### config.mk
export PLATFORM = sky130hd
export DESIGN_NAME = disparity_map
export DESIGN_NICKNAME = d
export VERILOG_FILES = /design/src/rtl/disparity_pkg.sv /design/src/rtl/disparity_map.sv /design/src/rtl/min_disparity.sv /design/src/rtl/sad_delay_line.sv /design/src/rtl/window_abs_stage.sv /design/src/rtl/window_sad.sv
export SDC_FILE = /design/constraint.sdc
export NUM_CORES = 2
export LEC_CHECK = 0
export ABC_CLOCK_PERIOD_IN_PS = 14400
export BUFFER_PORTS_ARGS = -buffer_cell sky130_fd_sc_hd__buf_2
export CORE_MARGIN = 3
export CORE_UTILIZATION = 50
export CTS_BUF_LIST = sky130_fd_sc_hd__clkbuf_4
export DETAILED_ROUTE_END_ITERATION = 10
export PLACE_DENSITY = 0.66
export SLEW_MARGIN = 10
export SYNTH_ARGS = -nofsm -noshare
export SYNTH_HDL_FRONTEND = slang
export SYNTH_SLANG_ARGS = --single-unit
### constraint.sdc
create_clock -name i_clk -period 14.4 [get_ports i_clk]
set_clock_uncertainty 0.05 [all_clocks]
set_input_delay 0.72 -clock i_clk [delete_from_list [all_inputs] [get_ports i_clk]]
set_output_delay 0.72 -clock i_clk [all_outputs]
set_load 0.03 [all_outputs]
### src/rtl/disparity_pkg.sv
//********************
// sizing constants and data types shared by the
// block-matching disparity pipeline
//********************

package disparity_pkg;

    // window geometry
    localparam int WIN_N   = 3;
    localparam int WIN_PIX = WIN_N * WIN_N;

    // pixel depth
    localparam int PIX_W = 8;

    // disparity search range, DISP_NUM must equal 2**DISP_W for the min tree
    localparam int DISP_NUM = 8;
    localparam int DISP_W   = 3;

    // 9 x 255 = 2295 fits in 12 bits
    localparam int SAD_W = 12;

    // one grey-level pixel
    typedef logic [PIX_W-1:0] pixel_t;

    // row-major window, index 0 is top left, index 8 bottom right
    typedef pixel_t [WIN_PIX-1:0] window_t;

    // matching cost of one disparity
    typedef logic [SAD_W-1:0] sad_t;

    // disparity index
    typedef logic [DISP_W-1:0] disp_t;

endpackage

### src/rtl/disparity_map.sv
//********************
// disparity pipeline top: stage chain, SAD adders,
// alignment delay lines and minimum search
//********************

module disparity_map (
    input  logic                   i_clk,
    input  logic                   i_rst_n,
    input  logic                   i_valid,
    input  disparity_pkg::window_t i_win_l,
    input  disparity_pkg::window_t i_win_r,

    output logic                   o_valid,
    output disparity_pkg::disp_t   o_disparity,
    output disparity_pkg::sad_t    o_min_sad
);

    // entry 0 is the port, entry d+1 is the output of stage d
    logic                   valid_chain [disparity_pkg::DISP_NUM+1];
    disparity_pkg::window_t win_l_chain [disparity_pkg::DISP_NUM];
    disparity_pkg::window_t diff        [disparity_pkg::DISP_NUM];

    logic                   sad_valid   [disparity_pkg::DISP_NUM];
    disparity_pkg::sad_t    sad         [disparity_pkg::DISP_NUM];

    logic                   al_valid;
    disparity_pkg::sad_t    al_sad      [disparity_pkg::DISP_NUM];

    assign valid_chain[0] = i_valid;
    assign win_l_chain[0] = i_win_l;

    generate
        for (genvar gen = 0; gen < disparity_pkg::DISP_NUM; gen++) begin : g_stage
            if (gen < disparity_pkg::DISP_NUM - 1) begin : g_mid
                window_abs_stage window_abs_stage_i (
                    .i_clk   (i_clk),
                    .i_rst_n (i_rst_n),
                    .i_valid (valid_chain[gen]),
                    .i_win_l (win_l_chain[gen]),
                    .i_win_r (i_win_r),
                    .o_valid (valid_chain[gen+1]),
                    .o_win_l (win_l_chain[gen+1]),
                    .o_diff  (diff[gen])
                );
            end else begin : g_last
                // left window has no further stage to visit
                window_abs_stage window_abs_stage_i (
                    .i_clk   (i_clk),
                    .i_rst_n (i_rst_n),
                    .i_valid (valid_chain[gen]),
                    .i_win_l (win_l_chain[gen]),
                    .i_win_r (i_win_r),
                    .o_valid (valid_chain[gen+1]),
                    .o_win_l (),
                    .o_diff  (diff[gen])
                );
            end

            window_sad window_sad_i (
                .i_clk   (i_clk),
                .i_rst_n (i_rst_n),
                .i_valid (valid_chain[gen+1]),
                .i_diff  (diff[gen]),
                .o_valid (sad_valid[gen]),
                .o_sad   (sad[gen])
            );

            // stage d is d cycles late, pad the early ones
            if (gen == 0) begin : g_ref
                sad_delay_line #(
                    .DEPTH (disparity_pkg::DISP_NUM - 1 - gen)
                ) sad_delay_line_i (
                    .i_clk   (i_clk),
                    .i_rst_n (i_rst_n),
                    .i_valid (sad_valid[gen]),
                    .i_sad   (sad[gen]),
                    .o_valid (al_valid),
                    .o_sad   (al_sad[gen])
                );
            end else begin : g_other
                sad_delay_line #(
                    .DEPTH (disparity_pkg::DISP_NUM - 1 - gen)
                ) sad_delay_line_i (
                    .i_clk   (i_clk),
                    .i_rst_n (i_rst_n),
                    .i_valid (sad_valid[gen]),
                    .i_sad   (sad[gen]),
                    .o_valid (),
                    .o_sad   (al_sad[gen])
                );
            end
        end
    endgenerate

    // all SADs of one beat meet here DISP_NUM+1 edges after the beat
    min_disparity min_disparity_i (
        .i_clk       (i_clk),
        .i_rst_n     (i_rst_n),
        .i_valid     (al_valid),
        .i_sad       (al_sad),
        .o_valid     (o_valid),
        .o_disparity (o_disparity),
        .o_min_sad   (o_min_sad)
    );

endmodule

### src/rtl/min_disparity.sv
//********************
// comparator tree picking the lowest SAD,
// registered with its index and valid
//********************

module min_disparity (
    input  logic                 i_clk,
    input  logic                 i_rst_n,
    input  logic                 i_valid,
    input  disparity_pkg::sad_t  i_sad [disparity_pkg::DISP_NUM],

    output logic                 o_valid,
    output disparity_pkg::disp_t o_disparity,
    output disparity_pkg::sad_t  o_min_sad
);

    // level 0 holds the inputs, level DISP_W holds the winner in slot 0
    disparity_pkg::sad_t  lvl_sad [disparity_pkg::DISP_W+1][disparity_pkg::DISP_NUM];
    disparity_pkg::disp_t lvl_idx [disparity_pkg::DISP_W+1][disparity_pkg::DISP_NUM];

    always_comb begin
        for (int l = 0; l <= disparity_pkg::DISP_W; l++) begin
            for (int j = 0; j < disparity_pkg::DISP_NUM; j++) begin
                lvl_sad[l][j] = '0;
                lvl_idx[l][j] = '0;
            end
        end

        for (int j = 0; j < disparity_pkg::DISP_NUM; j++) begin
            lvl_sad[0][j] = i_sad[j];
            lvl_idx[0][j] = disparity_pkg::disp_t'(j);
        end

        // left operand always covers the lower indices,
        // so strict compare keeps the lower index on a tie
        for (int l = 0; l < disparity_pkg::DISP_W; l++) begin
            for (int j = 0; j < (disparity_pkg::DISP_NUM >> (l + 1)); j++) begin
                if (lvl_sad[l][2*j+1] < lvl_sad[l][2*j]) begin
                    lvl_sad[l+1][j] = lvl_sad[l][2*j+1];
                    lvl_idx[l+1][j] = lvl_idx[l][2*j+1];
                end else begin
                    lvl_sad[l+1][j] = lvl_sad[l][2*j];
                    lvl_idx[l+1][j] = lvl_idx[l][2*j];
                end
            end
        end
    end

    always_ff @(posedge i_clk or negedge i_rst_n) begin
        if (!i_rst_n) begin
            o_valid     <= 1'b0;
            o_disparity <= '0;
            o_min_sad   <= '0;
        end else begin
            o_valid     <= i_valid;
            o_disparity <= lvl_idx[disparity_pkg::DISP_W][0];
            o_min_sad   <= lvl_sad[disparity_pkg::DISP_W][0];
        end
    end

endmodule

### src/rtl/sad_delay_line.sv
//********************
// shift register that delays a SAD and its valid
//********************

module sad_delay_line #(
    parameter int DEPTH = 1
) (
    input  logic                i_clk,
    input  logic                i_rst_n,
    input  logic                i_valid,
    input  disparity_pkg::sad_t i_sad,

    output logic                o_valid,
    output disparity_pkg::sad_t o_sad
);

    generate
        if (DEPTH == 0) begin : g_pass
            // last disparity is already aligned
            assign o_valid = i_valid;
            assign o_sad   = i_sad;
        end else begin : g_shift
            logic                valid_sr [DEPTH];
            disparity_pkg::sad_t sad_sr   [DEPTH];

            always_ff @(posedge i_clk or negedge i_rst_n) begin
                if (!i_rst_n) begin
                    for (int i = 0; i < DEPTH; i++) begin
                        valid_sr[i] <= 1'b0;
                        sad_sr[i]   <= '0;
                    end
                end else begin
                    valid_sr[0] <= i_valid;
                    sad_sr[0]   <= i_sad;
                    for (int i = 1; i < DEPTH; i++) begin
                        valid_sr[i] <= valid_sr[i-1];
                        sad_sr[i]   <= sad_sr[i-1];
                    end
                end
            end

            assign o_valid = valid_sr[DEPTH-1];
            assign o_sad   = sad_sr[DEPTH-1];
        end
    endgenerate

endmodule

### src/rtl/window_abs_stage.sv
//********************
// one matching stage: forwards the left window
// and registers per-pixel absolute differences
//********************

module window_abs_stage (
    input  logic                   i_clk,
    input  logic                   i_rst_n,
    input  logic                   i_valid,
    input  disparity_pkg::window_t i_win_l,
    input  disparity_pkg::window_t i_win_r,

    output logic                   o_valid,
    output disparity_pkg::window_t o_win_l,
    output disparity_pkg::window_t o_diff
);

    disparity_pkg::window_t diff_c;

    // |l - r| per pixel, no sign bit needed
    always_comb begin
        for (int i = 0; i < disparity_pkg::WIN_PIX; i++) begin
            if (i_win_l[i] > i_win_r[i]) begin
                diff_c[i] = i_win_l[i] - i_win_r[i];
            end else begin
                diff_c[i] = i_win_r[i] - i_win_l[i];
            end
        end
    end

    always_ff @(posedge i_clk or negedge i_rst_n) begin
        if (!i_rst_n) begin
            o_valid <= 1'b0;
            o_win_l <= '0;
            o_diff  <= '0;
        end else begin
            o_valid <= i_valid;
            // left window moves one stage on, so it meets the next right window
            o_win_l <= i_win_l;
            o_diff  <= diff_c;
        end
    end

endmodule

### src/rtl/window_sad.sv
//********************
// two-cycle adder tree, nine absolute
// differences into one SAD
//********************

module window_sad (
    input  logic                   i_clk,
    input  logic                   i_rst_n,
    input  logic                   i_valid,
    input  disparity_pkg::window_t i_diff,

    output logic                   o_valid,
    output disparity_pkg::sad_t    o_sad
);

    disparity_pkg::sad_t row_sum [disparity_pkg::WIN_N];
    disparity_pkg::sad_t row_q   [disparity_pkg::WIN_N];
    logic                valid_q;
    disparity_pkg::sad_t total;

    // first level, one sum per window row
    always_comb begin
        for (int r = 0; r < disparity_pkg::WIN_N; r++) begin
            row_sum[r] = '0;
            for (int c = 0; c < disparity_pkg::WIN_N; c++) begin
                row_sum[r] = row_sum[r]
                           + disparity_pkg::sad_t'(i_diff[r * disparity_pkg::WIN_N + c]);
            end
        end
    end

    always_ff @(posedge i_clk or negedge i_rst_n) begin
        if (!i_rst_n) begin
            valid_q <= 1'b0;
            for (int r = 0; r < disparity_pkg::WIN_N; r++) begin
                row_q[r] <= '0;
            end
        end else begin
            valid_q <= i_valid;
            for (int r = 0; r < disparity_pkg::WIN_N; r++) begin
                row_q[r] <= row_sum[r];
            end
        end
    end

    // second level, total of the registered rows
    always_comb begin
        total = '0;
        for (int r = 0; r < disparity_pkg::WIN_N; r++) begin
            total = total + row_q[r];
        end
    end

    always_ff @(posedge i_clk or negedge i_rst_n) begin
        if (!i_rst_n) begin
            o_valid <= 1'b0;
            o_sad   <= '0;
        end else begin
            o_valid <= valid_q;
            o_sad   <= total;
        end
    end

endmodule

# After elaboration in Yosys (flattened, before gate mapping)
# Cells that the tools add are included.
# Widths: inputs -> output; s select.
[classes]
n_addsub = 208
n_lt_le_gt_ge = 79
mux = 86
[op_table]
columns = ["operator", "n"]
rows = [
  ["$sub 8x8->8", 144],
  ["$gt 8x8->1", 72],
  ["$mux 8", 72],
  ["$add 12x8->12", 24],
  ["$add 8x8->9", 24],
  ["$add 12x12->12", 16],
  ["$lt 12x12->1", 7],
  ["$mux 12", 7],
  ["$mux 1", 4],
  ["$mux 2", 2],
  ["$mux 3", 1],
]
[word_totals]
ff_bits = 1826
input_bits = 147
output_inout_bits = 16

# Longest topological paths before layout
[depth]
ltp_word = 6
depth_mapped = 32

# Cells and area by module
# A second synthesis with hierarchy kept.
[hier_totals]
hier_cells = 10774
area_unflattened_um2 = 117388.8
[by_module_without_submodules]
columns = ["module", "instances", "cells_each", "area_per_inst_um2", "seq_area_each_um2"]
rows = [
  ["window_abs_stage", 8, 929, 9663.0, 3628.5],
  ["window_sad (g_stage[1].window_sad_i ...)", 6, 307, 3354.5, 1101.1],
  ["window_sad (g_stage[0].window_sad_i)", 1, 338, 3487.1, 1101.1],
  ["min_disparity", 1, 407, 3374.5, 400.4],
  ["window_sad (g_stage[7].window_sad_i)", 1, 306, 3349.5, 1101.1],
  ["sad_delay_line (g_stage[0].g_ref.sad_delay_line_i)", 1, 103, 2367.3, 2277.2],
  ["sad_delay_line (g_stage[1].g_other.sad_delay_line_i)", 1, 90, 2042.0, 1951.9],
  ["sad_delay_line (g_stage[2].g_other.sad_delay_line_i)", 1, 77, 1716.6, 1626.6],
  ["sad_delay_line (g_stage[3].g_other.sad_delay_line_i)", 1, 64, 1391.3, 1301.2],
  ["sad_delay_line (g_stage[4].g_other.sad_delay_line_i)", 1, 51, 1066.0, 975.9],
  ["sad_delay_line (g_stage[5].g_other.sad_delay_line_i)", 1, 38, 740.7, 650.6],
  ["sad_delay_line (g_stage[6].g_other.sad_delay_line_i)", 1, 13, 325.3, 325.3],
  ["sad_delay_line (g_stage[7].g_other.sad_delay_line_i)", 1, 13, 97.6, 0.0],
]

# Worst setup path after synthesis
# No wires, ideal clock.
[synth_path]
kind = "reg2reg"
startpoint = "register g_stage[7].window_sad_i.o_sad[5]"
endpoint = "register min_disparity_i.o_disparity[1]"
setup_time_ps = 128
t_arrival_ps = 6134
required_time_ps = 14222
slack_ps = 8088
path_stages_with_launch = 30
path_buffers = 2
cell_sequence = "dfrtp_1 -> ha_1 -> and3_1 -> a221o_1 -> a31oi_1 -> o21ai_1 -> clkbuf_1 -> mux2i_1 -> inv_1 -> ha_1 -> a21oi_1 -> nor2b_1 -> o21ai_0 -> a21oi_1 -> a2111oi_0 -> o21a_1 -> buf_2 -> mux2_2 -> inv_1 -> ha_1 -> a21o_1 -> a221o_1 -> a21o_1 -> a21oi_1 -> nor2b_1 -> o21ai_0 -> nand2_1 -> nor3_1 -> a21oi_4 -> mux2_1"
[synth_lines]
columns = ["element", "line", "source"]
rows = [
  ["start, declared", "window_sad.sv:13", "output disparity_pkg::sad_t o_sad"],
  ["start signal, assigned", "window_sad.sv:60", "o_sad <= total;"],
  ["end signal, assigned", "min_disparity.sv:56", "o_disparity <= lvl_idx[disparity_pkg::DISP_W][0];"],
  ["end, declared", "min_disparity.sv:13", "output disparity_pkg::disp_t o_disparity,"],
]

==> reports/qor.csv <==
stage,metric,value,unit
critical_path,crit-path max FO,15,
clock_tree,clk sinks,1778,
critical_path,element type at the critical path end,flip-flop,
finish,register area,44500,sq um
critical_path,crit path to,min_disparity_i.o_disparity[1],
floorplanning,die height,480,um
critical_path,worst reg2reg startpoint,g_stage[5].g_other.sad_delay_line_i.o_sad[1],
placement,GP Congestion,0.922,
critical_path,CP required,15.64,ns
yosys,"EDFF count, synth",0,
global_routing,global route overflow,0,
finish,layout cells sized above 1,8.98,%
yosys,cell count after synthesis,10500,
power_and_ir_drop,Power Dens Cells,210,nW/um^2
sta,Slew @ Worst Pin,1.16,ns
routing,antenna-violating nets left,0,
floorplanning,Die Span X,480,um
finish,Area Growth Syn to Fin,11.2,%
sta,RSZ-0062 raised after global routing,no,
global_routing,global-route wire length before repair,490,mm
yosys,Yosys reg bits,1778,
clock_tree,Clock Pin Slew Worst Setup and Hold Paths,0.06,ns
hold_path,Hold Path Class,primary input to flip-flop,
critical_path,capture point of the worst reg-to-reg path,min_disparity_i.o_disparity[1],
yosys,asr flop ratio synth,100,%
critical_path,critical path data arrival time,8.61,ns
floorplanning,# IOs,163,
floorplanning,Die ar.,230000,sq um
power_and_ir_drop,"IR drop worst, VDD",0.000319,V
routing,DRC violations left,0,
routing,via count,81300,
sta,final setup violation count,0,
finish,FILL cells,19400,
placement,detailed placement HPWL,253,mm
routing,Pre-Repair DR Iteration Count,6,
floorplanning,Starting Density,50.4,%
global_routing,Total GRT Usage,27.9,%
clock_tree,Skew-Pair Late Insertion Delay,1.43,ns
routing,final wirelength,322,mm
placement,worst slack at placement,7.00,ns
critical_path,slowest cell on the critical path,a2111oi_0,
hold_path,Worst Hold Depth,3,
routing,wire per inst,21.9,um
critical_path,cell mode on critical path,a21oi_1,
yosys,Mapped Area,112000,sq um
global_routing,vias in the first global route,83700,
sta,Setup Total Neg Slack,0,ns
yosys,YS warnings,0,
critical_path,path type of the worst setup path,flip-flop to flip-flop,
clock_tree,Post-CTS Resized,0,
sta,final hold vios,0,
clock_tree,CTS Root Cell,clkbuf_4,
routing,met2 wire length,148,mm
clock_tree,buffer depth of the longest clock path,4,
finish,most frequent cells in the layout,"dfrtp_1 (1778), ha_1 (1612), inv_1 (1233), a21oi_1 (932), clkbuf_4 (659)",
floorplanning,Core ar.,223000,sq um
yosys,syn_area_per_cell,10.6,sq um
yosys,sequential share of the synthesized area,39.6,%
global_routing,largest net degree at the start of global routing,180,
sta,Rel. slew slack,22.6,%
sta,fin worst setup slack,7.03,ns
critical_path,critical path launch point type,flip-flop,
critical_path,delay of the slowest cell on the worst path,0.63,ns
finish,area occupied by multi-input gates,62800,sq um
run_status,status,"finished, final reports clean",
sta,Tmin final,7.37,ns
critical_path,"setup slack, reg-to-reg",7.03,ns
global_routing,initial antenna violation count,34,
critical_path,worst reg-to-reg path cell count,29,
yosys,Post-Syn Nets,12600,
routing,vias per inst,5.53,
finish,"most common cell after layout, fill and taps aside",dfrtp_1,
yosys,Yosys cell types,66,
power_and_ir_drop,total power,26.2,mW
yosys,ys flop type,dfrtp_1,
clock_tree,CTS Buf Count,484,
clock_tree,htree depth,5,
clock_tree,CTS tree,built,
floorplanning,Row Count,173,
placement,Port Buffers,162,
sta,Final Cycle Share,51.2,%
critical_path,crit path from,g_stage[5].g_other.sad_delay_line_i.o_sad[1],
sta,Max Freq,0.136,GHz
routing,met1 WL,142,mm
finish,nets,13400,
power_and_ir_drop,Leak Pwr,62.2,nW
sta,final max-slew violation count,0,
routing,WL met3,17.4,mm
job,maxcap violations,0,
routing,DRT iter0 DRCs,5616,
routing,top layer in use,met5,
synthesized netlist by cell type (69+ instances only):
cell	count	area (sq um)
ha_1	1612	20200
o21bai_1	194	1460
a21boi_0	169	1270
and2_1	123	769
inv_1	1233	4630
xor2_1	290	2540
a21oi_1	932	4660
nor2b_1	250	1560
nand3_1	142	711
o21a_1	119	893
and3_1	69	432
o21ai_0	345	1730
dfrtp_1	1778	44500
mux2i_1	447	4470
nand2b_1	186	1160
xnor2_1	503	4410
nor2_1	270	1010
o211ai_1	101	758
a21o_1	334	2510
nand4_1	168	1050
nand2_1	430	1610
fa_1	280	5610
area by class of cell:
class                      count  share of cell area (%)
antenna                       21                  0.0421
clock buffer                 659                    3.97
inverter                    1233                    3.71
sequential                  1778                    35.7
timing repair buffer         411                    2.64
clock inverter               168                   0.648
multi-input combinational   7454                    50.3
tap                         2975                    2.98
routing by layer:
metal  vias to the layer above  global-route usage (%)
li1                      38200                       -
met1                     40300                    38.0
met2                      2177                    44.8
met3                       626                    4.14
met4                         2                    11.4
met5                         -                       0
critical path: cells and delay by family, from the launching register on:
kind	cells	cell delay [ns]
adders and majority gates	3	0.81
AOI/OAI and AO/OA	16	3.85
and+or+nand+nor	5	0.63
muxes	3	1.12
DFF	1	0.39
buffers and inverters	2	0.37
through the flow:
stage | instance area [sq um] | hold WS [ns] | util, % | std cells
6_report | 125000 | 0.189 | 56.0 | 14700
5_1_grt | 125000 | 0.0523 | 56.0 | 14700
4_1_cts | 125000 | 0.00805 | 56.0 | 14700
3_5_place_dp | 117000 | 0.285 | 52.5 | 13600
3_3_place_gp | 117000 | 0.284 | 52.5 | 13600
2_1_floorplan | 112000 | 0.281 | - | 10500
kinds of logic (layout without fill, tap and decap cells):
kind of cell / Yosys count / in the layout / synth area share, %
AND/OR/NAND/NOR: 1803 / 1803 / 8.50
buffers and inverters: 1308 / 2471 / 4.39
AO/OA/AOI/OAI: 2480 / 2480 / 13.9
multiplexers: 486 / 486 / 4.38
other: 0 / 21 / 0
adder cells (fa/ha/maj): 1892 / 1892 / 23.0
flip-flops: 1778 / 1778 / 39.6
XOR/XNOR: 793 / 793 / 6.19
flip-flops by register name (all words and copies together), names as in the netlist, 72 cells and up:
name / cells
g_stage.g_mid.window_abs_stage_i.o_win_l: 504
g_stage.g_ref.sad_delay_line_i.g_shift.sad_sr: 72
g_stage.window_sad_i.row_q: 240
g_stage.g_last.window_abs_stage_i.o_diff: 72
g_stage.g_other.sad_delay_line_i.o_sad: 72
g_stage.g_other.sad_delay_line_i.g_shift.sad_sr: 180
g_stage.window_sad_i.o_sad: 96
g_stage.g_mid.window_abs_stage_i.o_diff: 504
what timing repair did:
item	CTS	global route
hold buffers	208	0
setup buffers	0	0
endpoints found under the hold margin	799	0
endpoints found under the setup margin	0	0
report_power, final:
part,internal (mW),leakage (nW),switching (mW)
clock network,2.18,3.46,2.12
registers,6.64,20.9,1.00
logic,5.72,37.8,8.55
how the worst min path moves through the flow:
stage	slack [ns]	end	start
after floorplan	0.28	flip-flop	flip-flop
final	0.19	g_stage[0].g_mid.window_abs_stage_i.o_diff[66]	i_win_r[66]
after global routing	0.05	g_stage[0].g_mid.window_abs_stage_i.o_diff[19]	i_win_r[19]
after detailed placement	0.28	flip-flop	flip-flop
after global placement	0.28	flip-flop	flip-flop
after CTS	0.008	g_stage[2].g_mid.window_abs_stage_i.o_diff[63]	i_win_r[63]
Power figures use the tool's default switching activity.
